===== config.mk =====
export PLATFORM = sky130hd
export DESIGN_NAME = shq_push_ctrl
export DESIGN_NICKNAME = d
export VERILOG_FILES = /design/src/shq_pkg.sv /design/src/shq_push_ctrl.sv
export SDC_FILE = /design/constraint.sdc
export NUM_CORES = 1
export LEC_CHECK = 0
export ABC_CLOCK_PERIOD_IN_PS = 2200
export BUFFER_PORTS_ARGS = -buffer_cell sky130_fd_sc_hd__buf_2
export CORE_ASPECT_RATIO = 1.1
export CORE_MARGIN = 2
export CORE_UTILIZATION = 30
export CTS_CLUSTER_DIAMETER = 120
export DETAILED_ROUTE_END_ITERATION = 8
export PLACE_DENSITY = 0.51
export SLEW_MARGIN = 25
export SYNTH_ARGS = -nofsm -noshare
export SYNTH_HDL_FRONTEND = slang
export SYNTH_SLANG_ARGS = --single-unit

===== constraint.sdc =====
create_clock -name clk -period 2.2 [get_ports clk]
set_clock_uncertainty 0.1 [all_clocks]
set_input_delay 0.33 -clock clk [delete_from_list [all_inputs] [get_ports clk]]
set_output_delay 0.33 -clock clk [all_outputs]
set_load 0.05 [all_outputs]

===== src/shq_pkg.sv =====
package shq_pkg;

  // Field widths shared by every block
  localparam int data_w    = 16;
  localparam int fifo_id_w = 2;
  localparam int addr_w    = 4;
  localparam int count_w   = 5;

  // One item from the sender
  typedef struct packed {
    logic [fifo_id_w-1:0] fifo_id;
    logic [data_w-1:0]    data;
  } push_req_t;

  // Entry handed out by the free list for a push
  typedef struct packed {
    logic                 valid;
    logic [fifo_id_w-1:0] fifo_id;
    logic [addr_w-1:0]    entry;
  } alloc_t;

  // Link table update, entry now points at next
  typedef struct packed {
    logic              valid;
    logic [addr_w-1:0] entry;
    logic [addr_w-1:0] next;
  } link_wr_t;

  // Entry released by a pop, with its successor in the list
  typedef struct packed {
    logic                 valid;
    logic [fifo_id_w-1:0] fifo_id;
    logic [addr_w-1:0]    entry;
    logic [addr_w-1:0]    next;
  } dealloc_t;

endpackage


===== src/shq_push_ctrl.sv =====
`timescale 1ns/1ns

module shq_push_ctrl import shq_pkg::*; #(
  parameter int depth = 12
) (
  input  logic              clk,
  input  logic              rst,
  input  logic              push_valid,
  input  push_req_t         push_req,
  input  dealloc_t          dealloc,
  output alloc_t            alloc,
  output logic              push_full,
  output logic              data_wr_valid,
  output logic [addr_w-1:0] data_wr_addr,
  output logic [data_w-1:0] data_wr_data
);

  // Free list kept as a circular queue of entry numbers
  logic [addr_w-1:0]  fl_mem [depth];
  logic [addr_w-1:0]  rd_ptr;
  logic [addr_w-1:0]  wr_ptr;
  logic [count_w-1:0] fl_count;

  assign push_full = (fl_count == '0);

  assign alloc.valid   = push_valid;
  assign alloc.fifo_id = push_req.fifo_id;
  assign alloc.entry   = fl_mem[rd_ptr];

  // Data goes straight into the entry just taken
  assign data_wr_valid = push_valid;
  assign data_wr_addr  = fl_mem[rd_ptr];
  assign data_wr_data  = push_req.data;

  always_ff @(posedge clk) begin
    if (rst) begin
      rd_ptr   <= '0;
      wr_ptr   <= '0;
      fl_count <= count_w'(depth);
      for (int i = 0; i < depth; i++) begin
        fl_mem[i] <= addr_w'(i);
      end
    end else begin
      if (push_valid) begin
        rd_ptr <= (rd_ptr == addr_w'(depth - 1)) ? '0 : rd_ptr + 1'b1;
      end
      if (dealloc.valid) begin
        fl_mem[wr_ptr] <= dealloc.entry;
        wr_ptr         <= (wr_ptr == addr_w'(depth - 1)) ? '0 : wr_ptr + 1'b1;
      end
      case ({push_valid, dealloc.valid})
        2'b10:   fl_count <= fl_count - 1'b1;
        2'b01:   fl_count <= fl_count + 1'b1;
        default: fl_count <= fl_count;
      endcase
    end
  end

endmodule


==> run_results.csv <==
group,metric,value,unit
run_status,status,"finished with violations",
run_status,violations,"setup timing",
global_routing,antenna_found_initial,0,
sta,finalCritPeriodShare,108,%
clock_tree,cts.path.max_buffers,2,
logic_synthesis,synth_ff_type,"edfxtp_1",
sta,fin_ws,-167,ps
critical_path,worstPathArrival,1940,ps
floorplan,die_x,114,um
floorplan,die_height,125,um
clock_tree,cts.sink_count,81,
layout,num-nets-final,353,
clock_tree,cts_hold_repair.buffers,0,
sta,min_period,2370,ps
critical_path,end_kind,"output pin",
layout,fillers,1297,
critical_path,crit_path_max_incr_delay,520,ps
route,routed_via_density,4.78,
critical_path,r2r_slack,190,ps
layout,drive_gt1_share,25.6,%
logic_synthesis,synth-seq-area-share,56.5,%
floorplan,dieArea,14300,um^2
sta,slew_violations,0,
route,routedWlPerCell,17.2,um
logic_synthesis,synth-async-reset-ratio,0,%
worst_hold_path,hold_depth,1,
logic_synthesis,syn_area,4000,um^2
floorplan,rows,44,
clock_tree,insertion_delay,330,ps
route,drc,0,
sta,rsz0062_at_grt,"yes",
worst_hold_path,hold_class,"in -> reg",
logic_synthesis,yosys_warnings,0,
critical_path,cp_slowest_cell,"mux4_2",
critical_path,critPathBufInv,2,
critical_path,r2r_end,"fl_count[4]",
global_routing,grt_use_met2,20.2,%
route,finalWirelength,8.20,mm
global_routing,busiest_layer,"met2",
pwr,leakagePower,1.60,nW
clock_tree,cts-root-buf,"clkbuf_16",
logic_synthesis,avgSynthCellArea,12.9,um^2
sta,hold_viol_final,0,
logic_synthesis,synth_edf_count,64,
critical_path,rr_worst_depth,6,
floorplan,core_area,13100,um^2
route,drtIter0Drc,134,
route,vias,2279,
placement,portBuffers,18,
sta,whs,234,ps
pwr,power_density,810,nW/um^2
sta,setup_tns,-1110,ps
sta,fmax,422,MHz
critical_path,r2r-start,"fl_count[0]",
logic_synthesis,syn_inst,310,
global_routing,gr-usage-met1,14.6,%
floorplan,ioPinCount,61,
global_routing,grt_start_max_net_pins,17,
floorplan,start_util,30.6,%
clock_tree,cts_buffers,9,
clock_tree,cts_setup_buffers,0,
global_routing,grt_overflow,0,
logic_synthesis,yosysTopAreaCell,"edfxtp_1",
pwr,peakVddDrop,374,uV
global_routing,grt.total_usage,12.2,%
logic_synthesis,synth_top_area_share,48.0,%
sta,worstMarginPinSlew,524,ps
sta,slew_headroom,65.0,%
global_routing,grt_pass1_wl,12.9,mm
placement,gp_congestion,0.738,
worst_hold_path,hp-start,"dealloc[7]",
clock_tree,htree_levels,3,
critical_path,start_kind,"register",
logic_synthesis,yosys_register_bits,81,
global_routing,grt_pass1_vias,2303,
route,drt.antenna.violating_nets,0,
logic_synthesis,synth_nets,352,
clock_tree,cts_tree,"built",
worst_hold_path,holdPathEnd,"fl_mem[13][3]",
critical_path,critical_path_class,"reg -> out",
run,cap_violations,0,
critical_path,cp_data_required_time,1770,ps
pwr,total_power,3.64,mW
critical_path,critPathMaxFanout,8,
placement,dp_hpwl,5.67,mm
clock_tree,path_clk_slew,60,ps
critical_path,cp_top_family,"multiplexers",
sta,setup_viol,8,
global_routing,use_met3,3.34,%
route,firstDrtPassIters,5,
logic_synthesis,yosys.cell_types.count,36,
layout,n_antenna_cell,0,
layout,syn_to_final_growth,12.4,%
critical_path,crit_chain,"buf_16 > mux4_2 > a22oi_2 > nand2_2 > buf_6",
layout,final_util,34.3,%
placement,post_dp_cell_area,4140,um^2
logic_synthesis,ys_top_cells_by_area,"edfxtp_1, mux4_1, dfxtp_1",
layout,fin_area,4500,um^2
[layer usage]
metal  vias up  share of wire [%]
li1       1105                  -
met1      1112                 43
met2        49                 50
met3        13                4.3
met4         0                2.1
met5         -                  0
[where the power goes]
part / internal, mW / switching [mW] / total (mW)
clock: 0.870 / 0.558 / 1.43
combinational: 0.203 / 0.283 / 0.486
sequential: 1.70 / 0.0329 / 1.73
[cell type report]
| class | instances | area (um^2) | area share (%) |
|---|---|---|---|
| sequential | 81 | 2270 | 50.3 |
| multi-input combinational | 180 | 1440 | 31.9 |
| timing repair buffer | 30 | 275 | 6.12 |
| clock buffer | 10 | 229 | 5.09 |
| tap | 161 | 201 | 4.48 |
| clock inverter | 6 | 58.8 | 1.31 |
| inverter | 9 | 33.8 | 0.751 |
[through the flow]
step	instances	worst slack, ps
2_1_floorplan	310	-3.02
3_3_place_gp	460	-9.25
3_5_place_dp	460	-16.5
4_1_cts	477	-198
5_1_grt	477	-202
6_report	477	-167
[cell usage after synthesis (all sizes together), types with 2 or more instances]
cell type,n
or2,8
nand3,11
dfxtp,17
xor2,3
inv,9
and3b,2
nor3,3
edfxtp,64
nor2b,3
clkbuf,7
ha,9
a21o,2
and3,10
o21ai,8
mux4,16
nand2,17
nor2,25
a21oi,9
nand4,4
mux2i,3
a22oi,8
mux2,3
buf,33
nand2b,7
and2,21
[placed cells by master (no fill, tap or decap), types with 7 or more instances in the layout]
cell,synthesis,layout
buf_6,1,8
buf_4,24,9
nand3_1,11,11
mux4_2,0,13
buf_2,7,10
nand2b_1,7,7
or2_2,8,8
clkbuf_16,0,9
and3_1,10,10
inv_1,9,9
dfxtp_1,17,16
a22oi_2,0,8
o21ai_0,8,8
and2_1,21,21
nand2_1,17,13
nor2_1,25,25
edfxtp_1,64,64
ha_1,9,9
a21oi_1,9,9
[repair_timing]
| item | 4_1_cts | 5_1_grt |
|---|---|---|
| endpoints found under the setup margin | 8 | 8 |
| resized for setup | 38 | 2 |
| pin swaps | 9 | 3 |
| endpoints found under the hold margin | 0 | 0 |
| cloned | 1 | 0 |
[flip-flops by register name, indices dropped and copies added (netlist names), named ones only]
name	count
fl_count	5
fl_mem	64
rd_ptr	4
wr_ptr	4
[kinds of logic after synthesis]
logic type	Yosys count	share of synthesized area [%]
xor gates and xnor gates	3	0.656
DFF	81	56.5
muxes	22	12.1
AOI/OAI and AO/OA	29	4.41
buffers and inverters	49	7.66
and+or+nand+nor	116	15.4
adders and majority gates	10	3.31
[how the worst max path moves through the flow]
stage	startpoint	endpoint	cells past startpoint
2_1_floorplan	register	data_wr_addr[2]	6
3_3_place_gp	push_valid	fl_count[4]	8
3_5_place_dp	push_valid	fl_count[4]	8
4_1_cts	register	data_wr_addr[1]	5
5_1_grt	register	data_wr_addr[2]	5
6_report	register	data_wr_addr[2]	5
No activity file was read; power rests on OpenSTA's default activity.
