<file path="config.mk">
export PLATFORM = sky130hd
export DESIGN_NAME = shq_list_ctrl
export DESIGN_NICKNAME = d
export VERILOG_FILES = /design/src/shq_pkg.sv /design/src/shq_list_ctrl.sv
export SDC_FILE = /design/constraint.sdc
export NUM_CORES = 1
export LEC_CHECK = 0
export BUFFER_PORTS_ARGS = -buffer_cell sky130_fd_sc_hd__buf_4
export CORE_MARGIN = 8
export CORE_UTILIZATION = 49
export CTS_CLUSTER_SIZE = 16
export DETAILED_ROUTE_END_ITERATION = 10
export PLACE_DENSITY = 0.82
export SLEW_MARGIN = 40
export SYNTH_ARGS = -nofsm -noshare
export SYNTH_HDL_FRONTEND = slang
export SYNTH_SLANG_ARGS = --single-unit
</file>
<file path="constraint.sdc">
create_clock -name clk -period 4.44 [get_ports clk]
set_input_delay 0.222 -clock clk [delete_from_list [all_inputs] [get_ports clk]]
set_output_delay 0.222 -clock clk [all_outputs]
set_load 0.05 [all_outputs]
</file>
<file path="src/shq_pkg.sv">
package shq_pkg;

  // Field widths shared by every block
  localparam int data_w    = 16;
  localparam int fifo_id_w = 2;
  localparam int addr_w    = 4;
  localparam int count_w   = 5;

  // One item from the sender
  typedef struct packed {
    logic [fifo_id_w-1:0] fifo_id;
    logic [data_w-1:0]    data;
  } push_req_t;

  // Entry handed out by the free list for a push
  typedef struct packed {
    logic                 valid;
    logic [fifo_id_w-1:0] fifo_id;
    logic [addr_w-1:0]    entry;
  } alloc_t;

  // Link table update, entry now points at next
  typedef struct packed {
    logic              valid;
    logic [addr_w-1:0] entry;
    logic [addr_w-1:0] next;
  } link_wr_t;

  // Entry released by a pop, with its successor in the list
  typedef struct packed {
    logic                 valid;
    logic [fifo_id_w-1:0] fifo_id;
    logic [addr_w-1:0]    entry;
    logic [addr_w-1:0]    next;
  } dealloc_t;

endpackage

</file>
<file path="src/shq_list_ctrl.sv">
`timescale 1ns/1ns

module shq_list_ctrl import shq_pkg::*; (
  input  logic                 clk,
  input  logic                 rst,
  input  logic [fifo_id_w-1:0] fifo_id,
  input  alloc_t               alloc,
  input  dealloc_t             dealloc,
  output link_wr_t             link_wr,
  output logic [addr_w-1:0]    head,
  output logic                 not_empty
);

  logic [addr_w-1:0]  tail;
  logic [count_w-1:0] count;
  logic               a_hit;
  logic               d_hit;

  assign a_hit     = alloc.valid && (alloc.fifo_id == fifo_id);
  assign d_hit     = dealloc.valid && (dealloc.fifo_id == fifo_id);
  assign not_empty = (count != '0);

  // Link the old tail to the new entry, fields stay zero when idle
  // so the top level can OR all lists together
  always_comb begin
    link_wr = '0;
    if (a_hit && not_empty) begin
      link_wr.valid = 1'b1;
      link_wr.entry = tail;
      link_wr.next  = alloc.entry;
    end
  end

  always_ff @(posedge clk) begin
    if (rst) begin
      head  <= '0;
      tail  <= '0;
      count <= '0;
    end else begin
      if (a_hit) begin
        tail <= alloc.entry;
      end
      // Last entry leaving while a new one arrives, the link read was stale
      if (a_hit && (!not_empty || (d_hit && count == count_w'(1)))) begin
        head <= alloc.entry;
      end else if (d_hit) begin
        head <= dealloc.next;
      end
      case ({a_hit, d_hit})
        2'b10:   count <= count + 1'b1;
        2'b01:   count <= count - 1'b1;
        default: count <= count;
      endcase
    end
  end

endmodule

</file>
==> flow_summary.yaml <==
run_status:
  outcome: "finished clean"
timing:
  fin_setup_tns_ns: 0
  achievable-frequency_mhz: 472
  slew-limit-headroom_pct: 65.8
  max_slew_violations: 0
  clock_skew_ns: 0.00684
  minimum_setup_slack_in_the_final_design_ns: 2.32
  layout_worst_path_cycle_share_pct: 47.7
  final_period_minus_worst_setup_slack_ns: 2.12
  worst-slew-pin-transition_ns: 0.506
  setup_violations: 0
  fin_hold_viols: 0
  setup_repair_after_global_routing_missed_its_margin: "no"
  worst_hold_slack_ns: 0.208
floorplanning:
  start_util_pct: 49.8
  die_width_um: 57.0
  dieArea_um2: 3250
  floorplan.io_pins: 36
  placeableCoreArea_um2: 1650
  die-height_um: 57.0
  number_of_placement_rows: 15
worst_setup_path:
  worst_path_max_delay_cell: "sky130_fd_sc_hd__dfxtp_1"
  crit_path_end_kind: "output pin"
  timing.critical_path.arrival_ns: 1.90
  worstSetupPathType: "reg -> out"
  worstPathCellList: "inv_1, ha_1, a21oi_1, and2_1, buf_4"
  crit_buf_inv: 2
  timing.critical_path.slowest_cell_delay_ns: 0.45
  reg2reg_from: "count[1]"
  path_delay_family: "flip-flops"
  maximum_fanout_along_the_worst_path: 9
  crit_required_ns: 4.22
  cp-start-kind: "flop"
  critical_path.startpoint: "count[0]"
synthesis:
  synth_compound_area_share_pct: 14.6
  postSynthNetCount: 116
  muxShareOfSynthArea_pct: 6.08
  syn_avg_cell_area_um2: 9.25
  synthesis.instances: 89
  post_synth_num_cell_types: 31
  main_combinational_cell_family_by_area_after_synthesis: "simple AND/OR/NAND/NOR gates"
  count_of_yosys_warnings_during_synthesis: 0
  synth_enable_flop_cells: 0
  async_flop_share_pct: 0
  synth.ff_latch_count: 13
  synth.yosys.seq_area_share_pct: 31.6
  post_synth_xor_area_fraction_pct: 8.51
  synth-adder-area-share_pct: 7.60
  synth_top_flop_cell: "sky130_fd_sc_hd__dfxtp_1"
  share_of_synthesized_cell_area_in_and_or_nand_and_nor_gates_pct: 28.7
  synth.cell_area_um2: 823
global_route:
  grt_pass1_wl_um: 3480
  grt_max_degree: 14
  antenna_found_initial: 0
  first_global_vias: 790
  global_route.overflow_total: 0
  grt.total_usage_pct: 12.7
place:
  placement.io_buffers: 31
  dpl_worst_slack_ns: 2.35
  detailedPlacementHpwl_um: 1660
  gp_congestion: 0.828
cells_and_area:
  layout.filler_cells: 138
  flow.area_growth_from_synthesis_pct: 33.0
  post_route_cells_drive_above_1_share_pct: 36.1
  design.final.nets: 150
  n_antenna_cell: 0
route:
  post-route-drc-count: 0
  drtAntennaViolNets: 0
  routed_wire_length_per_instance_um: 15.0
  routed_via_density: 5.54
  dr.pass1.iters: 4
  drt-total-wl_um: 2080
  num_vias: 770
  drt_iter0_drc: 8
run:
  count_of_max_cap_constraint_violations: 0
clock_tree:
  holdBufCountCts: 0
  cts_tree: "built"
  cts_num_sinks: 13
  clock_latency_of_the_later_clocked_register_in_the_worst_skew_pair_ns: 0.27
  cts.path.max_buffers: 2
  h-tree-depth: 1
  post_cts_buffers: 0
  post_cts.resized_instances: 0
  worst_setup_hold_path_clk_slew_ns: 0.09
  clk_root_buffer_cell: "sky130_fd_sc_hd__clkbuf_4"
  cts_buffers: 3
pwr:
  vdd_drop_max_mv: 0.161
  power.static_leakage_nw: 0.495
  p_per_area_nw_per_um2: 312
hold_path:
  origin_of_the_worst_min_delay_path: "alloc[3]"
  worstHoldPathType: "in -> reg"
-- layout by cell type, fill, tap and decap left out --
| master | n |
|---|---|
| sky130_fd_sc_hd__buf_4 | 31 |
| sky130_fd_sc_hd__dfxtp_1 | 13 |
| sky130_fd_sc_hd__and2_1 | 8 |
| sky130_fd_sc_hd__nor2_1 | 8 |
| sky130_fd_sc_hd__xnor2_1 | 6 |
| sky130_fd_sc_hd__mux2i_1 | 5 |
| sky130_fd_sc_hd__o21ai_0 | 5 |
| sky130_fd_sc_hd__ha_1 | 5 |
| sky130_fd_sc_hd__inv_1 | 4 |
| sky130_fd_sc_hd__a21oi_1 | 4 |
| sky130_fd_sc_hd__or3b_2 | 3 |
| sky130_fd_sc_hd__nor3_1 | 3 |
| sky130_fd_sc_hd__a311oi_2 | 3 |
| sky130_fd_sc_hd__clkbuf_4 | 3 |
| sky130_fd_sc_hd__nand4b_1 | 2 |
| sky130_fd_sc_hd__or3_1 | 2 |
| sky130_fd_sc_hd__xor2_1 | 2 |
| sky130_fd_sc_hd__nand3_1 | 1 |
| sky130_fd_sc_hd__or4b_4 | 1 |
| sky130_fd_sc_hd__nor3_2 | 1 |
| sky130_fd_sc_hd__and3_1 | 1 |
| sky130_fd_sc_hd__or4b_1 | 1 |
| sky130_fd_sc_hd__a41oi_1 | 1 |
| sky130_fd_sc_hd__nand4_1 | 1 |
| sky130_fd_sc_hd__and4bb_2 | 1 |
| sky130_fd_sc_hd__or2_2 | 1 |
| sky130_fd_sc_hd__nand4bb_1 | 1 |
| sky130_fd_sc_hd__a211oi_1 | 1 |
| sky130_fd_sc_hd__nand2_1 | 1 |
| sky130_fd_sc_hd__o31ai_1 | 1 |
| sky130_fd_sc_hd__a31oi_1 | 1 |
| sky130_fd_sc_hd__clkbuf_1 | 1 |
-- cells by family after synthesis --
family,count (synthesis)
AND/OR/NAND/NOR,36
multiplexers,5
flip-flops,13
buffers and inverters,6
XOR/XNOR,8
AO/OA/AOI/OAI,16
adder cells (fa/ha/maj),5
-- stage by stage --
stage               total power, mW  utilization, %  area, um^2  cells
finish                        0.342            66.3        1090    139
global route                  0.360            66.3        1090    139
CTS                           0.344            66.3        1090    139
global placement              0.267            64.7        1070    135
floorplan                     0.230               -         823     89
detailed placement            0.271            64.7        1070    135
-- per-layer routing --
| layer | part of all wire (%) | vias up | track usage (%) |
|---|---|---|---|
| met3 | 6.2 | 2 | 4.66 |
| met5 | 0 | - | 0 |
| met1 | 42 | 355 | 13.5 |
| met2 | 51 | 24 | 22.3 |
| li1 | - | 389 | - |
| met4 | 0.77 | 0 | 4.70 |
-- worst min-delay path, delay by kind of cell --
family	cells	cell delay, ns
buffers and inverters	1	0.09
AND/OR/NAND/NOR	1	0.07
multiplexers	1	0.06
-- sequential cells by signal (all words and copies together), names as in the netlist --
signal / flops
count: 5
head: 4
tail: 4
-- layout make-up --
class,instances,area (um^2),area share (%)
Timing Repair Buffer,31,233,21.3
Inverter,4,15.0,1.37
Clock buffer,4,26.3,2.40
Multi-Input combinational cell,70,539,49.3
Tap cell,17,21.3,1.94
Sequential cell,13,260,23.8
-- path summary, 6_finish.rpt --
check / cells after the start / end / slack (ns)
worst max-delay path: 5 / link_wr[7] / 2.32
worst min-delay path: 3 / tail[3] / 0.21
worst max register to register: 6 / head[3] / 2.49
worst min register to register: 2 / tail[3] / 0.50
-- report_power, final --
group | internal (mW) | switching [mW] | leakage [nW]
Combinational | 0.0542 | 0.0791 | 0.374
Clock | 0.0348 | 0.0391 | 0.0150
Sequential | 0.126 | 0.00828 | 0.106
-- Yosys cell counts, types with 2 or more instances --
library cell	count	area [um^2]
sky130_fd_sc_hd__a21oi_1	4	20.0
sky130_fd_sc_hd__a311oi_2	3	45.0
sky130_fd_sc_hd__and2_1	8	50.1
sky130_fd_sc_hd__dfxtp_1	13	260
sky130_fd_sc_hd__ha_1	5	62.6
sky130_fd_sc_hd__inv_1	4	15.0
sky130_fd_sc_hd__mux2i_1	5	50.1
sky130_fd_sc_hd__nand4b_1	2	17.5
sky130_fd_sc_hd__nor2_1	8	30.0
sky130_fd_sc_hd__nor3_1	3	15.0
sky130_fd_sc_hd__o21ai_0	5	25.0
sky130_fd_sc_hd__or3_1	2	12.5
sky130_fd_sc_hd__or3b_2	3	26.3
sky130_fd_sc_hd__xnor2_1	6	52.6
sky130_fd_sc_hd__xor2_1	2	17.5
No activity file was read; power rests on OpenSTA's default activity.
