## config.mk

```make
export PLATFORM = sky130hd
export DESIGN_NAME = shq_entry_store
export DESIGN_NICKNAME = d
export VERILOG_FILES = /design/src/shq_pkg.sv /design/src/shq_entry_store.sv
export SDC_FILE = /design/constraint.sdc
export NUM_CORES = 1
export LEC_CHECK = 0
export ABC_CLOCK_PERIOD_IN_PS = 2200
export BUFFER_PORTS_ARGS = -buffer_cell sky130_fd_sc_hd__buf_2
export CAP_MARGIN = 15
export CORE_AREA = 5 5 218 114
export CTS_BUF_LIST = sky130_fd_sc_hd__clkbuf_8
export DETAILED_ROUTE_END_ITERATION = 10
export DIE_AREA = 0 0 223 119
export GPL_ROUTABILITY_DRIVEN = 1
export PLACE_DENSITY = 0.76
export SYNTH_ARGS = -nofsm -noshare
export SYNTH_HDL_FRONTEND = slang
export SYNTH_SLANG_ARGS = --single-unit
```

## constraint.sdc

```tcl
create_clock -name clk -period 2.2 [get_ports clk]
set_input_delay 0.33 -clock clk [delete_from_list [all_inputs] [get_ports clk]]
set_output_delay 0.33 -clock clk [all_outputs]
set_load 0.005 [all_outputs]
```

## src/shq_pkg.sv

```systemverilog
package shq_pkg;

  // Field widths shared by every block
  localparam int data_w    = 16;
  localparam int fifo_id_w = 2;
  localparam int addr_w    = 4;
  localparam int count_w   = 5;

  // One item from the sender
  typedef struct packed {
    logic [fifo_id_w-1:0] fifo_id;
    logic [data_w-1:0]    data;
  } push_req_t;

  // Entry handed out by the free list for a push
  typedef struct packed {
    logic                 valid;
    logic [fifo_id_w-1:0] fifo_id;
    logic [addr_w-1:0]    entry;
  } alloc_t;

  // Link table update, entry now points at next
  typedef struct packed {
    logic              valid;
    logic [addr_w-1:0] entry;
    logic [addr_w-1:0] next;
  } link_wr_t;

  // Entry released by a pop, with its successor in the list
  typedef struct packed {
    logic                 valid;
    logic [fifo_id_w-1:0] fifo_id;
    logic [addr_w-1:0]    entry;
    logic [addr_w-1:0]    next;
  } dealloc_t;

endpackage

```

## src/shq_entry_store.sv

```systemverilog
`timescale 1ns/1ns

module shq_entry_store import shq_pkg::*; (
  input  logic              clk,
  input  logic              data_wr_valid,
  input  logic [addr_w-1:0] data_wr_addr,
  input  logic [data_w-1:0] data_wr_data,
  input  link_wr_t          link_wr,
  input  logic [addr_w-1:0] data_rd_addr,
  output logic [data_w-1:0] data_rd_data,
  input  logic [addr_w-1:0] link_rd_addr,
  output logic [addr_w-1:0] link_rd_data
);

  localparam int num_entries = 2 ** addr_w;

  logic [data_w-1:0] data_mem [num_entries];
  logic [addr_w-1:0] link_mem [num_entries];

  always_ff @(posedge clk) begin
    if (data_wr_valid) begin
      data_mem[data_wr_addr] <= data_wr_data;
    end
  end

  // Successor pointer of each entry
  always_ff @(posedge clk) begin
    if (link_wr.valid) begin
      link_mem[link_wr.entry] <= link_wr.next;
    end
  end

  assign data_rd_data = data_mem[data_rd_addr];
  assign link_rd_data = link_mem[link_rd_addr];

endmodule

```

==> results of run 1 <==
[how the worst max path moves through the flow]
| stage | start | end |
|---|---|---|
| after global placement | data_rd_addr[0] | data_rd_data[14] |
| after floorplan | data_wr_addr[3] | data_mem[4][0] |
| final | link_mem[2][2] | link_rd_data[2] |
| after CTS | link_mem[1][0] | link_rd_data[0] |
| after global routing | link_mem[7][2] | link_rd_data[2] |
| after detailed placement | link_rd_addr[0] | link_rd_data[2] |
[cell families after synthesis]
| family | after synthesis |
|---|---|
| AO/OA/AOI/OAI | 36 |
| AND/OR/NAND/NOR | 81 |
| flip-flops | 320 |
| buffers and inverters | 25 |
| multiplexers | 80 |
[state kept, by name, indices dropped and copies added, names as in the netlist]
| register | count |
|---|---|
| data_mem | 256 |
| link_mem | 64 |
[placed cells by master (no fill, tap or decap)]
cell / synthesis / layout
nor2_1: 26 / 14
mux4_2: 68 / 77
nor3_1: 8 / 4
edfxtp_1: 320 / 320
nand2b_1: 4 / 4
clkinv_1: 0 / 10
nand2_1: 22 / 22
nor3_2: 0 / 3
nand3b_1: 4 / 4
nor3_4: 0 / 1
or3b_2: 2 / 2
a22oi_1: 36 / 8
inv_8: 0 / 1
inv_1: 0 / 20
buf_12: 0 / 9
buf_2: 7 / 57
nand3_1: 10 / 10
a22oi_2: 0 / 28
clkbuf_8: 0 / 45
clkinvlp_4: 0 / 2
nor2b_1: 4 / 4
nor2_2: 0 / 12
and2_1: 1 / 1
mux4_1: 12 / 3
buf_4: 4 / 28
[repair_timing]
item / 4_1_cts / 5_1_grt
endpoints found under the setup margin: 16 / 20
hold buffers: 0 / 0
setup buffers: 0 / 0
pin swaps: 12 / 16
gates resized for setup: 18 / 19
[through the flow]
stage	instance area (um^2)	utilization	TNS, ns	instances	hold slack [ns]
floorplan	12260	-	0	542	0.4289
global placement	13220	0.5862	0	918	0.6985
detailed placement	13220	0.5862	0	918	0.7040
CTS	14030	0.6223	-0.03772	996	0.1098
global route	14080	0.6246	-0.5933	996	0.1180
finish	14080	0.6246	0	996	0.1410
[layout make-up]
| class | count | area (um^2) |
|---|---|---|
| flip-flops and latches | 320 | 9609 |
| fillers | 1509 | 8463 |
| multi-input cells | 197 | 2654 |
| repair buffers | 94 | 675.6 |
| clock buffers | 45 | 619.3 |
| well taps | 307 | 384.1 |
| clock inverters | 33 | 138.9 |
[per-layer routing]
metal	track usage	routed length [um]	vias to the layer above
li1	-	-	2533
met1	0.2407	9718	3032
met2	0.3088	12210	191
met3	0.04474	1584	39
met4	0.04474	408	2
met5	0	20	-
[report_power, final]
group	total (W)	internal (W)	switching [W]
combinational	0.000707	0.000313	0.000394
sequential	0.00686	0.00683	0.0000268
clock	0.00399	0.00190	0.00208
total	0.0116	0.00905	0.00250
==> impl_metrics.yaml, run 1 <==
setup_path:
  path_class: "reg -> out"
  crit_required_ns: 1.87
  crit_family: "multiplexers"
  cp.arrival_ns: 1.85
  path_depth: 4
  critPathBufInv: 1
  worstPathMaxFanout: 1
  crit_path_end_kind: "primary output"
  cp_slowest_stage_delay_ns: 0.49
  start_kind: "flop"
  crit_slowest_cell: "mux4_2"
  crit_chain: "mux4_2, a22oi_2, nand3_1, buf_2"
synthesis:
  synth-compound-area-share: 0.02205
  synth_seq_cells: 320
  ys_seq_area_frac: 0.7841
  ys_types: 17
  yosys_warnings: 0
  yosysMostFrequentCell: "edfxtp_1"
  syn_area_per_cell_um2: 22.61
  yosys.area_share.simple: 0.03053
  synthTopCellsByArea: "edfxtp_1, mux4_2, mux4_1"
  async_flop_share: 0
  syn-num-nets: 581
  syn_inst: 542
  synth_common_cells: "edfxtp_1, mux4_2, a22oi_1"
  synth-adder-area-share: 0
  synth_area_leader_cell: "edfxtp_1"
  synth.area.mux_share: 0.1507
  synth_xor_area_frac: 0
  synthFlopType: "edfxtp_1"
  yosysTopAreaCellShare: 0.7841
  synth_edf_count: 320
  syn-cell-area_mm2: 0.01226
  synth_top_family_by_area: "multiplexers"
sta:
  worst_pin_slew_ns: 0.6143
  period_minus_slack_ns: 2.177
  rsz0062_at_grt: "true"
  setup_ws_ns: 0.02314
  finalMaxSlewViolations: 0
  max_slew_margin: 0.5873
  final_hold_viol_count: 0
  setup_viol: 0
  period_share: 0.9895
  clock.fmax_ghz: 0.4594
cts:
  numCtsBuffers: 45
  cts_htree_levels: 2
  tritoncts: "built"
  clk_path_buf_depth: 3
  clkTransAtPathRegs_ns: 0.06
  cts.sinks: 320
  cts_root_buffer: "clkbuf_8"
floorplanning:
  rows: 39
  die_area_mm2: 0.02654
  die-height_um: 119
  io_pins: 59
  die_w_um: 223
  core_area_mm2: 0.02254
  start_util: 0.5436
layout:
  syn_to_final_growth_pct: 14.90
  drive_gt1_frac: 0.3846
  num_antenna_cells: 0
  nNetsFinal: 697
job:
  drv_cap: 0
routing:
  first_pass_iters: 5
  routedWlPerCell_um: 24.03
  final_antenna_net_count: 0
  avgViaCountPerCell: 5.820
  drc: 0
  drt-initial-drc-count: 479
  via_count: 5797
  drt_wl_total_um: 23940
power_and_ir_drop:
  pwr_density_cell_mw_per_mm2: 820.5
  vdd_ir_drop_max_v: 0.0005529
  p_leak_nw: 4.578
  total_power_w: 0.01155
global_routing:
  antenna_found_initial: 1
  grt_max_degree: 26
  grt_pass1_wl_um: 36490
  grt_pass1_vias: 6183
  grt_use_total: 0.1814
  grt-ovfl-total: 0
hold_path:
  hold_path_depth: 1
  hp-class: "in -> reg"
  min-delay-start: "data_wr_data[11]"
  hold_end: "data_mem[4][11]"
placed_design:
  gp_congestion: 0.8002
  portBuffers: 58
  dp_hpwl_um: 13970
  place_ws_ns: 0.09146
outcome:
  status: "complete, no violations"
No activity file was read; power rests on OpenSTA's default activity.
==> run 2: changes to the inputs <==
- ABC_CLOCK_PERIOD_IN_PS: 2200 -> 2100
- PLACE_DENSITY: 0.76 -> 0.73
- clock period: 2.2 -> 2.1 ns (I/O delays scaled with it)
==> run 2 against run 1 <==
Compared with the run above:
- count of clock-buffer cells in the layout is the same
- global-route usage rose by 0.31 points
- the flow now finishes with violations (negative setup slack)
- sequential share of layout area fell by 0.18 points
- combinational power is 6.5% higher
- critical path type unchanged
- critical path depth unchanged
- flip-flop and latch count did not move
==> impl_metrics.yaml, run 2 (synthesized netlist as in run 1, its figures left out) <==
setup_path:
  critPathBufInv: 1
  crit_slowest_cell: "mux4_2"
  crit_family: "multiplexers"
  crit_path_end_kind: "primary output"
  cp_slowest_stage_delay_ns: 0.51
  crit_chain: "mux4_2, a22oi_2, nand3_1, buf_2"
  start_kind: "flop"
  path_class: "reg -> out"
  crit_required_ns: 1.78
  cp.arrival_ns: 1.89
  worstPathMaxFanout: 1
power_and_ir_drop:
  vdd_ir_drop_max_v: 0.0005827
  pwr_density_cell_mw_per_mm2: 858.5
  p_leak_nw: 4.576
outcome:
  violations: "negative setup slack"
  status: "finished with violations"
floorplanning:
  start_util: 0.5436
  die_w_um: 223
  die-height_um: 119
  core_area_mm2: 0.02254
  die_area_mm2: 0.02654
  io_pins: 59
  rows: 39
sta:
  period_share: 1.052
  max_slew_margin: 0.2441
  setup_ws_ns: -0.1088
  whs_ns: 0.1471
  rsz0062_at_grt: "true"
  setup_viol: 13
  finalMaxSlewViolations: 0
  period_minus_slack_ns: 2.209
  clock.fmax_ghz: 0.4527
  final_hold_viol_count: 0
  worst_pin_slew_ns: 1.134
routing:
  drt_wl_total_um: 24510
  routedWlPerCell_um: 24.51
  avgViaCountPerCell: 5.887
  wl_met3_um: 1916
  drt-initial-drc-count: 505
  first_pass_iters: 5
  routed.top_layer: "met4"
  drc: 0
  met1_length_um: 10400
  final_antenna_net_count: 0
  wl_met2_um: 11860
  via_count: 5887
layout:
  nNetsFinal: 706
  nFillCells: 1533
  syn_to_final_growth_pct: 15.19
  num_antenna_cells: 0
  layout_common_cells: "edfxtp_1, mux4_2, buf_2"
  drive_gt1_frac: 0.4098
  largest_register_ffs: 256
  final_area_mm2: 0.01412
  top_register: "data_mem"
  largestRegisters: "data_mem: 256 flops, link_mem: 64 flops"
  final_common_cell: "edfxtp_1"
cts:
  numCtsBuffers: 44
  clkTransAtPathRegs_ns: 0.06
  clk_path_buf_depth: 3
  post_cts_buffers: 0
  tritoncts: "built"
  cts_root_buffer: "clkbuf_8"
  cts_htree_levels: 2
  cts.sinks: 320
placed_design:
  dp_hpwl_um: 15060
  postPlaceCellArea_mm2: 0.01327
  portBuffers: 58
  gp_congestion: 0.8217
hold_path:
  hp-class: "in -> reg"
global_routing:
  grt_pass1_wl_um: 37030
  antenna_found_initial: 0
  grt-ovfl-total: 0
  grt_use_total: 0.1845
  grt_max_degree: 32
  grt_pass1_vias: 6109
job:
  drv_cap: 0
[run 2: changes by cell type in the layout (fill, tap and decap cells not counted), sizes merged]
| cell | before | now |
|---|---|---|
| clkinvlp | 2 | 3 |
| buf | 94 | 104 |
| clkinv | 10 | 15 |
| inv | 21 | 9 |
[run 2: metal layers]
metal	vias to the layer above	track usage
met5	-	0
met4	0	0.03901
met1	3066	0.2714
met3	33	0.04474
met2	237	0.2889
li1	2551	-
[run 2: cell type report]
type | count | area (um^2) | area share
Clock inverter | 27 | 118.9 | 0.008420
Tap cell | 307 | 384.1 | 0.02721
Timing Repair Buffer | 104 | 725.7 | 0.05140
Sequential cell | 320 | 9609 | 0.6807
Multi-Input combinational cell | 197 | 2660 | 0.1884
Clock buffer | 45 | 619.3 | 0.04387
[run 2: metrics by stage]
step / std cells / setup WS [ns] / power [W] / TNS [ns] / utilization
final: 1000 / -0.1088 / 0.01212 / -0.5368 / 0.6262
after global routing: 1000 / -0.1966 / 0.01259 / -2.317 / 0.6262
after CTS: 1000 / -0.1406 / 0.01225 / -1.344 / 0.6244
after detailed placement: 928 / -0.07196 / 0.008039 / -0.6725 / 0.5885
after global placement: 928 / -0.02885 / 0.008015 / -0.05689 / 0.5885
after floorplan: 542 / 0.03257 / 0.007703 / 0 / -
[run 2: final timing paths]
| kind | to | from | slack (ns) | cells after the start |
|---|---|---|---|---|
| max | link_rd_data[0] | link_mem[3][0] | -0.11 | 4 |
| min | data_mem[4][13] | data_wr_data[13] | 0.15 | 1 |
[run 2: timing repair]
item | 4_1_cts | 5_1_grt
setup endpoints to repair | 20 | 20
hold buffers | 0 | 0
pin swaps | 33 | 9
resized for setup | 33 | 8
[run 2: power by group]
part	leakage (nW)	switching [W]	internal [W]
Clock	0.407	0.00220	0.00198
Sequential	2.89	0.0000277	0.00716
Combinational	1.28	0.000420	0.000333
Total	4.58	0.00265	0.00947
==> run 3: changes to the inputs <==
- CORE_AREA: 5 5 218 114 -> 5 5 119 206
- CTS_CLUSTER_DIAMETER: not set -> 50
- DIE_AREA: 0 0 223 119 -> 0 0 124 211
==> run 3 against run 2 <==
Compared with the run above:
- the flow still finishes with violations (negative setup slack)
- worst hold slack lost 0.011 ns
- clock power grew 28%
- via count shrank 0.42%
- non-clock buffer count shrank 1
- setup slack gained 0.026 ns
- flip-flop and latch count is the same
- final cell count is the same
- largest cell class unchanged
==> impl_metrics.yaml, run 3 (synthesized netlist as in run 1, its figures left out) <==
setup_path:
  path_class: "reg -> out"
  start_kind: "flop"
  crit_start: "link_mem[2][0]"
  crit_path_end_kind: "primary output"
  worstPathMaxFanout: 1
  cp.arrival_ns: 1.87
  crit_required_ns: 1.78
power_and_ir_drop:
  pwr_density_cell_mw_per_mm2: 925.8
  p_leak_nw: 4.674
  total_power_w: 0.01333
  vdd_ir_drop_max_v: 0.0009614
global_routing:
  antenna_found_initial: 1
  grt_max_degree: 33
  grt-ovfl-total: 0
  grt_pass1_vias: 6459
  grt_use_total: 0.2051
  grt_pass1_wl_um: 38590
placed_design:
  placed_cells: 920
  gp_congestion: 0.8274
  dp_hpwl_um: 16440
  place_ws_ns: -0.01456
  portBuffers: 58
floorplanning:
  core_area_mm2: 0.02256
  rows: 73
  die_area_mm2: 0.02616
  die-height_um: 211
  io_pins: 59
  die_w_um: 124
  start_util: 0.5432
cts:
  cts.sinks: 320
  cts_root_buffer: "clkbuf_8"
  numCtsBuffers: 43
  clk_path_buf_depth: 3
  clkTransAtPathRegs_ns: 0.07
  tritoncts: "built"
  hold_buffers: 0
  cts_htree_levels: 2
job:
  drv_cap: 0
sta:
  worst_pin_slew_ns: 0.7317
  clock.fmax_ghz: 0.4582
  whs_ns: 0.1358
  period_share: 1.039
  finalMaxSlewViolations: 0
  rsz0062_at_grt: "true"
  max_slew_margin: 0.5085
  setup_viol: 15
  period_minus_slack_ns: 2.182
  final_hold_viol_count: 0
  setup_ws_ns: -0.08243
layout:
  nNetsFinal: 704
  regArea_mm2: 0.009609
  fin_util: 0.6381
  multi_input_area_mm2: 0.002670
  largest_register_ffs: 256
  final_common_cell: "edfxtp_1"
  layout_common_cells: "edfxtp_1, mux4_2, buf_2"
  final_cells: 1000
  top_register: "data_mem"
  drive_gt1_frac: 0.4335
  largestRegisters: "data_mem: 256 flops, link_mem: 64 flops"
  syn_to_final_growth_pct: 17.46
  nFillCells: 1484
outcome:
  violations: "negative setup slack"
  status: "finished with violations"
routing:
  first_pass_iters: 4
  final_antenna_net_count: 0
  avgViaCountPerCell: 5.862
  drt-initial-drc-count: 416
  routedWlPerCell_um: 25.72
  drt_wl_total_um: 25720
  via_count: 5862
  drc: 0
hold_path:
  hp-class: "in -> reg"
  min-delay-start: "data_wr_data[2]"
[run 3: layer usage]
metal	part of all wire	GRT usage
met2	0.56	0.3702
met5	0	0
met4	0.032	0.07451
met3	0.057	0.03725
met1	0.35	0.2425
[run 3: path summary, 6_finish.rpt]
check                          to  slack, ns  cells past startpoint
setup / recovery  link_rd_data[0]      -0.08                      4
hold / removal     data_mem[6][2]       0.14                      1
[run 3: layout make-up]
cell class	count	area share
clock buffer	44	0.04207
antenna	1	0.0001738
clock inverter	35	0.02790
tap	300	0.02608
sequential	320	0.6675
multi-input combinational	197	0.1855
timing repair buffer	103	0.05076
[run 3: through the flow]
step | setup TNS, ns | cell area (um^2)
after floorplan | 0 | 12260
after global placement | -0.01079 | 13260
after detailed placement | -0.02233 | 13260
after CTS | -1.439 | 14360
after global routing | -2.263 | 14400
final | -0.4890 | 14400
[run 3: power breakdown]
part           leakage, nW  total, W  switching [W]  internal (W)
Clock                0.510   0.00536        0.00226       0.00310
Combinational         1.27  0.000776       0.000437      0.000338
Sequential            2.89   0.00719      0.0000305       0.00716
Total                 4.67    0.0133        0.00273        0.0106
[run 3: worst max-delay path, stage by stage, from the launching register on]
cell	delay, ns
edfxtp_1	0.37
mux4_2	0.50
a22oi_2	0.19
nand3_1	0.12
buf_2	0.15
[run 3: timing repair]
| item | CTS | global route |
|---|---|---|
| buffers inserted | 0 | 0 |
| gates resized for setup | 40 | 7 |
| pin swaps | 41 | 3 |
| setup endpoints to repair | 20 | 20 |
| hold endpoints to repair | 0 | 0 |
