--- config.mk ---
export PLATFORM = sky130hd
export DESIGN_NAME = shq_credit_receiver
export DESIGN_NICKNAME = d
export VERILOG_FILES = /design/src/shq_pkg.sv /design/src/shq_credit_receiver.sv
export SDC_FILE = /design/constraint.sdc
export NUM_CORES = 1
export LEC_CHECK = 0
export BUFFER_PORTS_ARGS = -buffer_cell sky130_fd_sc_hd__buf_2
export CAP_MARGIN = 40
export CORE_UTILIZATION = 44
export CTS_CLUSTER_DIAMETER = 100
export DETAILED_ROUTE_END_ITERATION = 8
export PLACE_DENSITY = 0.82
export SYNTH_ARGS = -nofsm -noshare
export SYNTH_HDL_FRONTEND = slang
export SYNTH_SLANG_ARGS = --single-unit
--- constraint.sdc ---
create_clock -name clk -period 4.25 [get_ports clk]
set_clock_uncertainty 0.05 [all_clocks]
set_input_delay 0.85 -clock clk [delete_from_list [all_inputs] [get_ports clk]]
set_output_delay 0.85 -clock clk [all_outputs]
set_load 0.005 [all_outputs]
--- src/shq_pkg.sv ---
package shq_pkg;

  // Field widths shared by every block
  localparam int data_w    = 16;
  localparam int fifo_id_w = 2;
  localparam int addr_w    = 4;
  localparam int count_w   = 5;

  // One item from the sender
  typedef struct packed {
    logic [fifo_id_w-1:0] fifo_id;
    logic [data_w-1:0]    data;
  } push_req_t;

  // Entry handed out by the free list for a push
  typedef struct packed {
    logic                 valid;
    logic [fifo_id_w-1:0] fifo_id;
    logic [addr_w-1:0]    entry;
  } alloc_t;

  // Link table update, entry now points at next
  typedef struct packed {
    logic              valid;
    logic [addr_w-1:0] entry;
    logic [addr_w-1:0] next;
  } link_wr_t;

  // Entry released by a pop, with its successor in the list
  typedef struct packed {
    logic                 valid;
    logic [fifo_id_w-1:0] fifo_id;
    logic [addr_w-1:0]    entry;
    logic [addr_w-1:0]    next;
  } dealloc_t;

endpackage

--- src/shq_credit_receiver.sv ---
`timescale 1ns/1ns

module shq_credit_receiver import shq_pkg::*; #(
  parameter int depth = 12
) (
  input  logic               clk,
  input  logic               rst,
  input  logic               push_credit_stall,
  output logic               push_credit,
  input  logic               push_valid,
  input  push_req_t          push_req,
  input  dealloc_t           dealloc,
  output logic               alloc_push_valid,
  output push_req_t          alloc_push_req,
  output logic [count_w-1:0] credit_count
);

  logic rst_d;
  logic issue;

  // Held off for one cycle after reset, until the free list is ready
  always_ff @(posedge clk) begin
    rst_d <= rst;
  end

  assign issue       = (credit_count != '0) && !push_credit_stall && !rst_d;
  assign push_credit = issue;

  // Credits not yet handed to the sender
  always_ff @(posedge clk) begin
    if (rst) begin
      credit_count <= count_w'(depth);
    end else begin
      case ({issue, dealloc.valid})
        2'b10:   credit_count <= credit_count - 1'b1;
        2'b01:   credit_count <= credit_count + 1'b1;
        default: credit_count <= credit_count;
      endcase
    end
  end

  // Registered push stage toward the push control
  always_ff @(posedge clk) begin
    if (rst) begin
      alloc_push_valid <= 1'b0;
    end else begin
      alloc_push_valid <= push_valid;
    end
  end

  always_ff @(posedge clk) begin
    if (push_valid) begin
      alloc_push_req <= push_req;
    end
  end

endmodule

==> results of run 1 <==
## stage by stage
stage / power [mW] / setup slack, ps / utilization / area (um^2)
after global placement: 0.406 / 1440 / 0.601 / 1190
after CTS: 0.507 / 1730 / 0.615 / 1220
after global routing: 0.532 / 1650 / 0.615 / 1220
after floorplan: 0.369 / 1630 / - / 942
after detailed placement: 0.411 / 1390 / 0.601 / 1190
final: 0.498 / 1730 / 0.615 / 1220
## placed cells by master (no fill, tap or decap)
master	instances
clkinv_2	1
nor2_1	5
o21ai_1	1
a211oi_2	1
mux2i_1	2
a21oi_2	1
a21oi_1	2
fa_1	1
a21o_1	1
nor3_1	1
mux2_1	1
a31oi_1	1
nor2b_1	2
dfxtp_1	7
nand3_1	1
nand2b_1	1
ha_1	4
edfxtp_1	18
buf_2	47
xor2_1	3
clkbuf_4	3
a211o_1	1
inv_1	2
## path summary, 6_finish.rpt
| check | from | depth (start not counted) | slack [ps] | endpoint |
|---|---|---|---|---|
| worst max-delay path | push_credit_stall | 9 | 1730 | credit_count[4] |
| worst min-delay path | credit_count[2] | 2 | 520 | credit_count[2] |
| worst max register to register | credit_count[0] | 9 | 1800 | credit_count[4] |
| worst min register to register | credit_count[2] | 2 | 520 | credit_count[2] |
## power groups by stage
stage | clock [mW] | combinational, mW | sequential [mW]
6_report | 0.0943 | 0.101 | 0.302
5_1_grt | 0.109 | 0.117 | 0.307
4_1_cts | 0.101 | 0.103 | 0.303
3_5_place_dp | 0 | 0.103 | 0.308
3_3_place_gp | 0 | 0.0986 | 0.308
2_1_floorplan | 0 | 0.0579 | 0.311
## Yosys cell counts (all sizes together)
cell / number
o21ai: 1
a211oi: 1
nor3: 1
dfxtp: 7
mux2i: 2
fa: 1
edfxtp: 18
a211o: 1
a21oi: 3
nand2b: 1
ha: 4
mux2: 1
xor2: 3
buf: 1
nand3: 1
nor2b: 2
a21o: 1
inv: 2
a31oi: 1
nor2: 5
## per-layer routing
| metal | vias up | global-route usage | wire length (um) |
|---|---|---|---|
| met2 | 38 | 0.192 | 618 |
| met5 | - | 0 | 0 |
| met1 | 265 | 0.158 | 640 |
| li1 | 308 | - | - |
| met4 | 0 | 0.0667 | 4 |
| met3 | 2 | 0.0333 | 194 |
## worst max-delay path, cell delays in order
cell      delay, ps
buf_2           100
a211o_1         270
ha_1            210
inv_1           170
ha_1            310
a21oi_2         170
a211oi_2         90
a31oi_1         170
mux2_1          330
## layout make-up
| type | count | area share |
|---|---|---|
| Timing Repair Buffer | 47 | 0.193 |
| Clock buffer | 3 | 0.0185 |
| Inverter | 2 | 0.00616 |
| Multi-Input combinational cell | 29 | 0.192 |
| Tap cell | 27 | 0.0277 |
| Clock inverter | 1 | 0.00411 |
| Sequential cell | 25 | 0.559 |
## sequential cells by signal (all words and copies together) (netlist names)
name and cells:
alloc_push_valid 1, rst_d 1, credit_count 5, alloc_push_req 18
## kinds of logic after synthesis
family	count (synthesis)
flops	25
simple gates	10
compound gates	8
fa+ha+maj	5
xor+xnor	3
buf+inv	3
mux	3
==> flow_metrics.tcl, run 1 <==
set metrics [dict create \
    num_rows 16 \
    fp.dieW_um 48.3 \
    synth-simple-area-share 0.0505 \
    wl_per_cell_um 10.9 \
    vias_per_cell 4.57 \
    rsz0062_at_grt "false" \
    postRouteWirelength_mm 1.46 \
    min_period_ps 2520 \
    top_level_ports 58 \
    ys_warn_count 0 \
    cts_resized 0 \
    antenna_found_initial 0 \
    area_delta_synth_final_pct 29.3 \
    grt_max_degree 20 \
    synth_nets 95 \
    die_h_um 48.3 \
    drtAntennaViolNets 0 \
    max_freq_ghz 0.397 \
    cts.path.max_buffers 2 \
    n_fill_cell 159 \
    multi_input_area_um2 234 \
    synth_area_um2 942 \
    cts-root-buf "clkbuf_4" \
    clk_pin_slew_ps 120 \
    ys_seq_area_frac 0.722 \
    grt_pass1_vias 472 \
    synth_cells 57 \
    fin_crit_sh 0.593 \
    htree_levels 1 \
    dp.cells 130 \
    final_nets 146 \
    p_int_mw 0.375 \
    post-route-drc-count 0 \
    grt_overflow_total 0 \
    sw_frac_of_total 0.247 \
    yosysTopAreaCell "edfxtp_1" \
    leakagePower_nw 0.561 \
    detail_route.iter0.violations 4 \
    cts_buffers 3 \
    p_sw_mw 0.123 \
    firstDrtPassIters 3 \
    synth_cell_types 21 \
    worstSetupPathType "input port to register" \
    hold_path_class "register to register" \
    clockPowerShare 0.189 \
    start_util 0.475 \
    synth-seq-cells 25 \
    grt_pass1_wl_mm 1.95 \
    routed-via-count 613 \
    gp_congestion 0.725 \
    synth_xor_area_frac 0.0279 \
    setup_viol 0 \
    final.setup.tns_ps 0 \
    synth_adder_area_share 0.0744 \
    hold_violations 0 \
    avgSynthCellArea_um2 16.5 \
    dp_hpwl_mm 1.19 \
    drive_gt1_frac 0.495 \
    cap_violations 0 \
    endpoint_kind "register" \
    antenna_cells 0 \
    crit_path_max_fanout 5 \
    combPwrFrac 0.204 \
    port_buffers 47 \
    clk_latency_ps 300 \
    outcome "completed" \
    p_per_area_mw_per_mm2 409 \
    holdWs_ps 522 \
    cts-hold-fix-buffers 0 \
    max_slew.worst_pin.slew_ps 379 \
    max-vdd-ir-drop_mv 0.219 \
    seqCellArea_um2 681 \
    post_cts_buffers 0 \
    synth_mux_area_frac 0.0332 \
    core_mm2 0.00198 \
    synth_top_family_by_area "adder cells" \
    synth_compound_area_frac 0.0624 \
    drv_slew 0 \
    seqPwrFrac 0.607 \
    cp.arrival_ps 2670 \
    die-area_mm2 0.00233 \
    crit_required_ps 4400 \
    grt_usage 0.124 \
    clkSinkCount 25 \
    ys_top_cells_by_area "edfxtp_1 57%, dfxtp_1 15%, ha_1 5.3%" \
    synth_top_area_frac 0.574 \
    max_slew_margin 0.747 \
    crit_path_start_kind "input port" \
    fin_cells 134 \
    tritoncts "built" \
]
Note: power is estimated with default switching activity, not from simulation.
==> run 2: changes to the inputs <==
--- a/config.mk
+++ b/config.mk
@@ -7,10 +7,10 @@
 export LEC_CHECK = 0
 export BUFFER_PORTS_ARGS = -buffer_cell sky130_fd_sc_hd__buf_2
 export CAP_MARGIN = 40
-export CORE_UTILIZATION = 44
+export CORE_UTILIZATION = 41
 export CTS_CLUSTER_DIAMETER = 100
 export DETAILED_ROUTE_END_ITERATION = 8
-export PLACE_DENSITY = 0.82
+export PLACE_DENSITY = 0.77
 export SYNTH_ARGS = -nofsm -noshare
 export SYNTH_HDL_FRONTEND = slang
 export SYNTH_SLANG_ARGS = --single-unit
==> constraint.sdc (replaced) <==
create_clock -name clk -period 2.4 [get_ports clk]
set_clock_uncertainty 0.05 [all_clocks]
set_input_delay 0.48 -clock clk [delete_from_list [all_inputs] [get_ports clk]]
set_output_delay 0.48 -clock clk [all_outputs]
set_load 0.005 [all_outputs]
==> run 2 against run 1 <==
Effect of this change:
- first-iteration DRC count increased to 2.5 times the previous value
- flip-flop and latch count unchanged
- die area rose by 7.0%
- sequential share of layout area shrank 2.4 points
- clock-buffer cell count is 1 higher
- non-clock buffer count grew 6
- wire length up 7.1%
- hold slack lost 230 ps
- clock power grew 81%
- utilization rose by 0.46 points
- register-to-register slack worse by 1700 ps
- critical path depth unchanged
- highest routed layer is now met3
==> flow_metrics.tcl, run 2 (synthesized netlist as in run 1, its figures left out) <==
set metrics [dict create \
    htree_levels 1 \
    drv_slew 0 \
    pre_cts_ws_ps -20.6 \
    die-area_mm2 0.00249 \
    min_path_cells 1 \
    crit_required_ps 2550 \
    cts-root-buf "clkbuf_4" \
    critical_path_depth 9 \
    min_period_ps 2290 \
    final_nets 152 \
    worstSetupPathType "register to register" \
    cp.arrival_ps 2440 \
    crit_path_max_fanout 4 \
    cts_buffers 3 \
    routed-via-count 630 \
    grt_max_degree 20 \
    max_slew.worst_pin.slew_ps 379 \
    top_register "alloc_push_req" \
    finalInstanceArea_mm2 0.00128 \
    antenna_found_initial 0 \
    layout_setup_ws_ps 111 \
    grt_usage 0.136 \
    grt_pass1_vias 556 \
    vias_per_cell 4.50 \
    setup_viol 0 \
    rr_worst_depth 9 \
    reg.largest.list "alloc_push_req: 18 flops, credit_count: 5 flops" \
    outcome "completed" \
    cts.path.max_buffers 2 \
    crit_family "compound AO/OA/AOI/OAI gates" \
    drtAntennaViolNets 0 \
    post-route-drc-count 0 \
    hold_path_class "input port to register" \
    grt_pass1_wl_mm 2.49 \
    endpoint_kind "register" \
    worstPathCellList "nor2_1 -> a211o_1 -> ha_1 -> inv_1 -> ha_1 -> a21oi_2 -> a211oi_2 -> a31oi_1 -> mux2_1" \
    cap_violations 0 \
    cts-hold-fix-buffers 0 \
    antenna_cells 0 \
    crit_path_start_kind "register" \
    largest_reg_flops 18 \
    tritoncts "built" \
    wl_per_cell_um 11.1 \
    layout_common_cells "47 x buf_2, 18 x edfxtp_1, 6 x buf_4, 5 x nor2_1, 5 x dfxtp_1" \
    clk_pin_slew_ps 120 \
    top_level_ports 58 \
    num_rows 16 \
    die_h_um 49.9 \
    fp.dieW_um 49.9 \
    postRouteWirelength_mm 1.56 \
    gp_congestion 0.683 \
    drive_gt1_frac 0.558 \
    critPathBufInv 1 \
    slowest_stage "dfxtp_2" \
    dp_hpwl_mm 1.28 \
    final.setup.tns_ps 0 \
    core_mm2 0.00206 \
    crit_top_cell "ha_1" \
    area_delta_synth_final_pct 35.6 \
    final_util 0.620 \
    layout_commonest_cell "buf_2" \
    clkSinkCount 25 \
    n_fill_cell 170 \
    port_buffers 47 \
    max_freq_ghz 0.437 \
    max-vdd-ir-drop_mv 0.388 \
    firstDrtPassIters 3 \
    clk_latency_ps 300 \
    fin_crit_sh 0.954 \
    detail_route.iter0.violations 10 \
    p_per_area_mw_per_mm2 720 \
    hold_violations 0 \
    max_slew_margin 0.747 \
    placed_area_mm2 0.00124 \
    max_stage_delay_ps 380 \
    fin_cells 140 \
    dp.cells 136 \
    grt_overflow_total 0 \
    start_util 0.457 \
    leakagePower_nw 0.588 \
]
run 2: layout make-up:
class	instances	area, um^2	area share
Multi-Input combinational cell	29	246	0.193
Clock buffer	4	26.3	0.0206
Tap cell	27	33.8	0.0264
Sequential cell	25	683	0.535
Inverter	2	7.51	0.00588
Timing Repair Buffer	53	280	0.219
run 2: path summary, 6_finish.rpt:
path | start | slack, ps | to
hold reg to reg | credit_count[2] | 480 | credit_count[2]
setup reg to reg | credit_count[2] | 110 | credit_count[4]
hold / removal | push_req[16] | 300 | alloc_push_req[16]
setup / recovery | credit_count[2] | 110 | credit_count[4]
run 2: metal layers:
metal	vias up	wire (um)	global-route usage	part of all wire
li1	320	-	-	-
met5	-	0	0	0
met4	0	0	0.0571	0
met1	271	741	0.180	0.48
met2	39	641	0.209	0.41
met3	0	177	0.0370	0.11
run 2: report_power, final:
| group | internal, mW | switching [mW] |
|---|---|---|
| logic | 0.116 | 0.100 |
| clock network | 0.0647 | 0.106 |
| registers | 0.511 | 0.0213 |
| total | 0.692 | 0.228 |
run 2: metrics by stage:
step	total power, mW	hold slack (ps)
2_1_floorplan	0.653	458
3_3_place_gp	0.742	485
3_5_place_dp	0.751	489
4_1_cts	0.924	283
5_1_grt	0.970	272
6_report	0.920	296
run 2: what timing repair did:
item | in CTS | in global routing
pin swaps | 0 | 2
buffers inserted | 0 | 0
hold endpoints to repair | 0 | 0
endpoints found under the setup margin | 1 | 1
resized for setup | 1 | 4
==> run 3: changes to the inputs <==
--- a/config.mk
+++ b/config.mk
@@ -11,6 +11,7 @@
 export CTS_CLUSTER_DIAMETER = 100
 export DETAILED_ROUTE_END_ITERATION = 8
 export PLACE_DENSITY = 0.77
+export REMOVE_ABC_BUFFERS = 1
 export SYNTH_ARGS = -nofsm -noshare
 export SYNTH_HDL_FRONTEND = slang
 export SYNTH_SLANG_ARGS = --single-unit
==> run 3 against run 2 <==
Effect of this change:
- hold slack got worse by 2.9 ps
- total power increased by 0.15%
- sequential power about the same
- setup slack improved by 39 ps
- highest routed layer is now met4
==> flow_metrics.tcl, run 3 (synthesized netlist as in run 1, its figures left out) <==
set metrics [dict create \
    die-area_mm2 0.00249 \
    layout_commonest_cell "buf_2" \
    dp_hpwl_mm 1.33 \
    leakagePower_nw 0.577 \
    cts.path.max_buffers 2 \
    num_rows 16 \
    fp.dieW_um 49.9 \
    area_delta_synth_final_pct 34.4 \
    holdWs_ps 293 \
    fin_cells 138 \
    clk_pin_slew_ps 120 \
    min_period_ps 2250 \
    wl_per_cell_um 12.2 \
    crit_required_ps 2550 \
    sw_frac_of_total 0.254 \
    layout_setup_ws_ps 151 \
    final_util 0.614 \
    endpoint_kind "register" \
    grt_max_degree 20 \
    min_path_cells 1 \
    htree_levels 1 \
    drv_slew 0 \
    max_slew.worst_pin.slew_ps 387 \
    detail_route.iter0.violations 9 \
    grt_usage 0.143 \
    hold_path_end "alloc_push_req[7]" \
    largest_reg_flops 18 \
    routed-via-count 657 \
    drive_gt1_frac 0.568 \
    grt_pass1_wl_mm 2.61 \
    p_int_mw 0.687 \
    firstDrtPassIters 4 \
    vias_per_cell 4.76 \
    layout_common_cells "47 x buf_2, 18 x edfxtp_1, 5 x nor2_1, 4 x dfxtp_1, 4 x buf_4" \
    seqPwrFrac 0.578 \
    clockPowerShare 0.188 \
    final_nets 150 \
    reg.largest.list "alloc_push_req: 18 flops, credit_count: 5 flops" \
    postRouteWirelength_mm 1.69 \
    pre_cts_ws_ps -8.41 \
    cap_violations 0 \
    die_h_um 49.9 \
    clkSinkCount 25 \
    p_sw_mw 0.234 \
    post-route-drc-count 0 \
    port_buffers 47 \
    power_mw 0.921 \
    outcome "completed" \
    ff2ff_setup_slack_ps 150 \
    fin_crit_sh 0.937 \
    cp.arrival_ps 2400 \
    grt_pass1_vias 618 \
    crit_path_start_kind "register" \
    antenna_cells 0 \
    dp.cells 133 \
    reg2reg_to "credit_count[4]" \
    r2r_start "credit_count[1]" \
    tritoncts "built" \
    cts-hold-fix-buffers 0 \
    antenna_found_initial 0 \
    cts-root-buf "clkbuf_4" \
    clk_latency_ps 300 \
    top_level_ports 58 \
    p_per_area_mw_per_mm2 727 \
    top_register "alloc_push_req" \
    start_util 0.457 \
    crit_path_max_fanout 3 \
    rr_worst_depth 10 \
    worstSetupPathType "register to register" \
    combPwrFrac 0.234 \
    gp_congestion 0.653 \
    drtAntennaViolNets 0 \
    worstHoldStart "push_req[7]" \
    hold_path_class "input port to register" \
    max-vdd-ir-drop_mv 0.442 \
    cts_buffers 3 \
    grt_overflow_total 0 \
    max_freq_ghz 0.445 \
    max_slew_margin 0.742 \
    hold_violations 0 \
    core_mm2 0.00206 \
    setup_viol 0 \
]
[run 3: cell count changes in the layout (fill, tap and decap cells not counted)]
cell / before / now
ha_1: 4 / 3
ha_2: 0 / 1
dfxtp_1: 5 / 4
buf_4: 6 / 4
dfxtp_2: 2 / 3
[run 3: final cells by class]
type / instances / area, um^2
Fill cell: 168 / 796
Sequential cell: 25 / 684
Timing Repair Buffer: 51 / 265
Multi-Input combinational cell: 29 / 249
Tap cell: 27 / 33.8
Clock buffer: 4 / 26.3
Inverter: 2 / 7.51
[run 3: worst max-delay path: stages, from the launching register on]
cell and delay, ps:
dfxtp_1 340, nor3_2 170, a211o_1 170, ha_2 180
inv_1 70, buf_4 150, fa_2 360, nand3_2 110
a211oi_2 70, a31oi_1 160, mux2_1 330
[run 3: worst max path at each step]
stage | startpoint | end | slack, ps | cells after the start
finish | credit_count[1] | credit_count[4] | 150 | 10
global route | credit_count[1] | credit_count[4] | -8 | 10
global placement | credit_count[4] | credit_count[4] | 20 | 10
floorplan | credit_count[0] | credit_count[4] | 110 | 9
detailed placement | push_credit_stall | credit_count[4] | -8 | 9
CTS | credit_count[4] | credit_count[4] | 3 | 10
[run 3: metrics by stage]
step	TNS, ps	cell area [um^2]
2_1_floorplan	0	922
5_1_grt	-8.12	1270
4_1_cts	0	1240
3_5_place_dp	-8.41	1210
6_report	0	1270
3_3_place_gp	0	1210
[run 3: what timing repair did]
| action | 4_1_cts | 5_1_grt |
|---|---|---|
| gates cloned | 0 | 0 |
| pin swaps | 0 | 2 |
| gates resized for setup | 1 | 6 |
| setup endpoints to repair | 1 | 1 |
| setup buffers | 0 | 1 |
[run 3: power groups by stage]
stage	Sequential [mW]	Combinational, mW	Clock [mW]
final	0.533	0.215	0.173
after global routing	0.538	0.238	0.196
after CTS	0.531	0.208	0.179
after detailed placement	0.539	0.205	0
after global placement	0.537	0.195	0
after floorplan	0.550	0.0945	0
[run 3: per-layer routing]
| metal | global-route usage | routed length (um) |
|---|---|---|
| met5 | 0 | 0 |
| met4 | 0.0714 | 35 |
| met3 | 0.0340 | 151 |
| met2 | 0.243 | 752 |
| met1 | 0.166 | 748 |
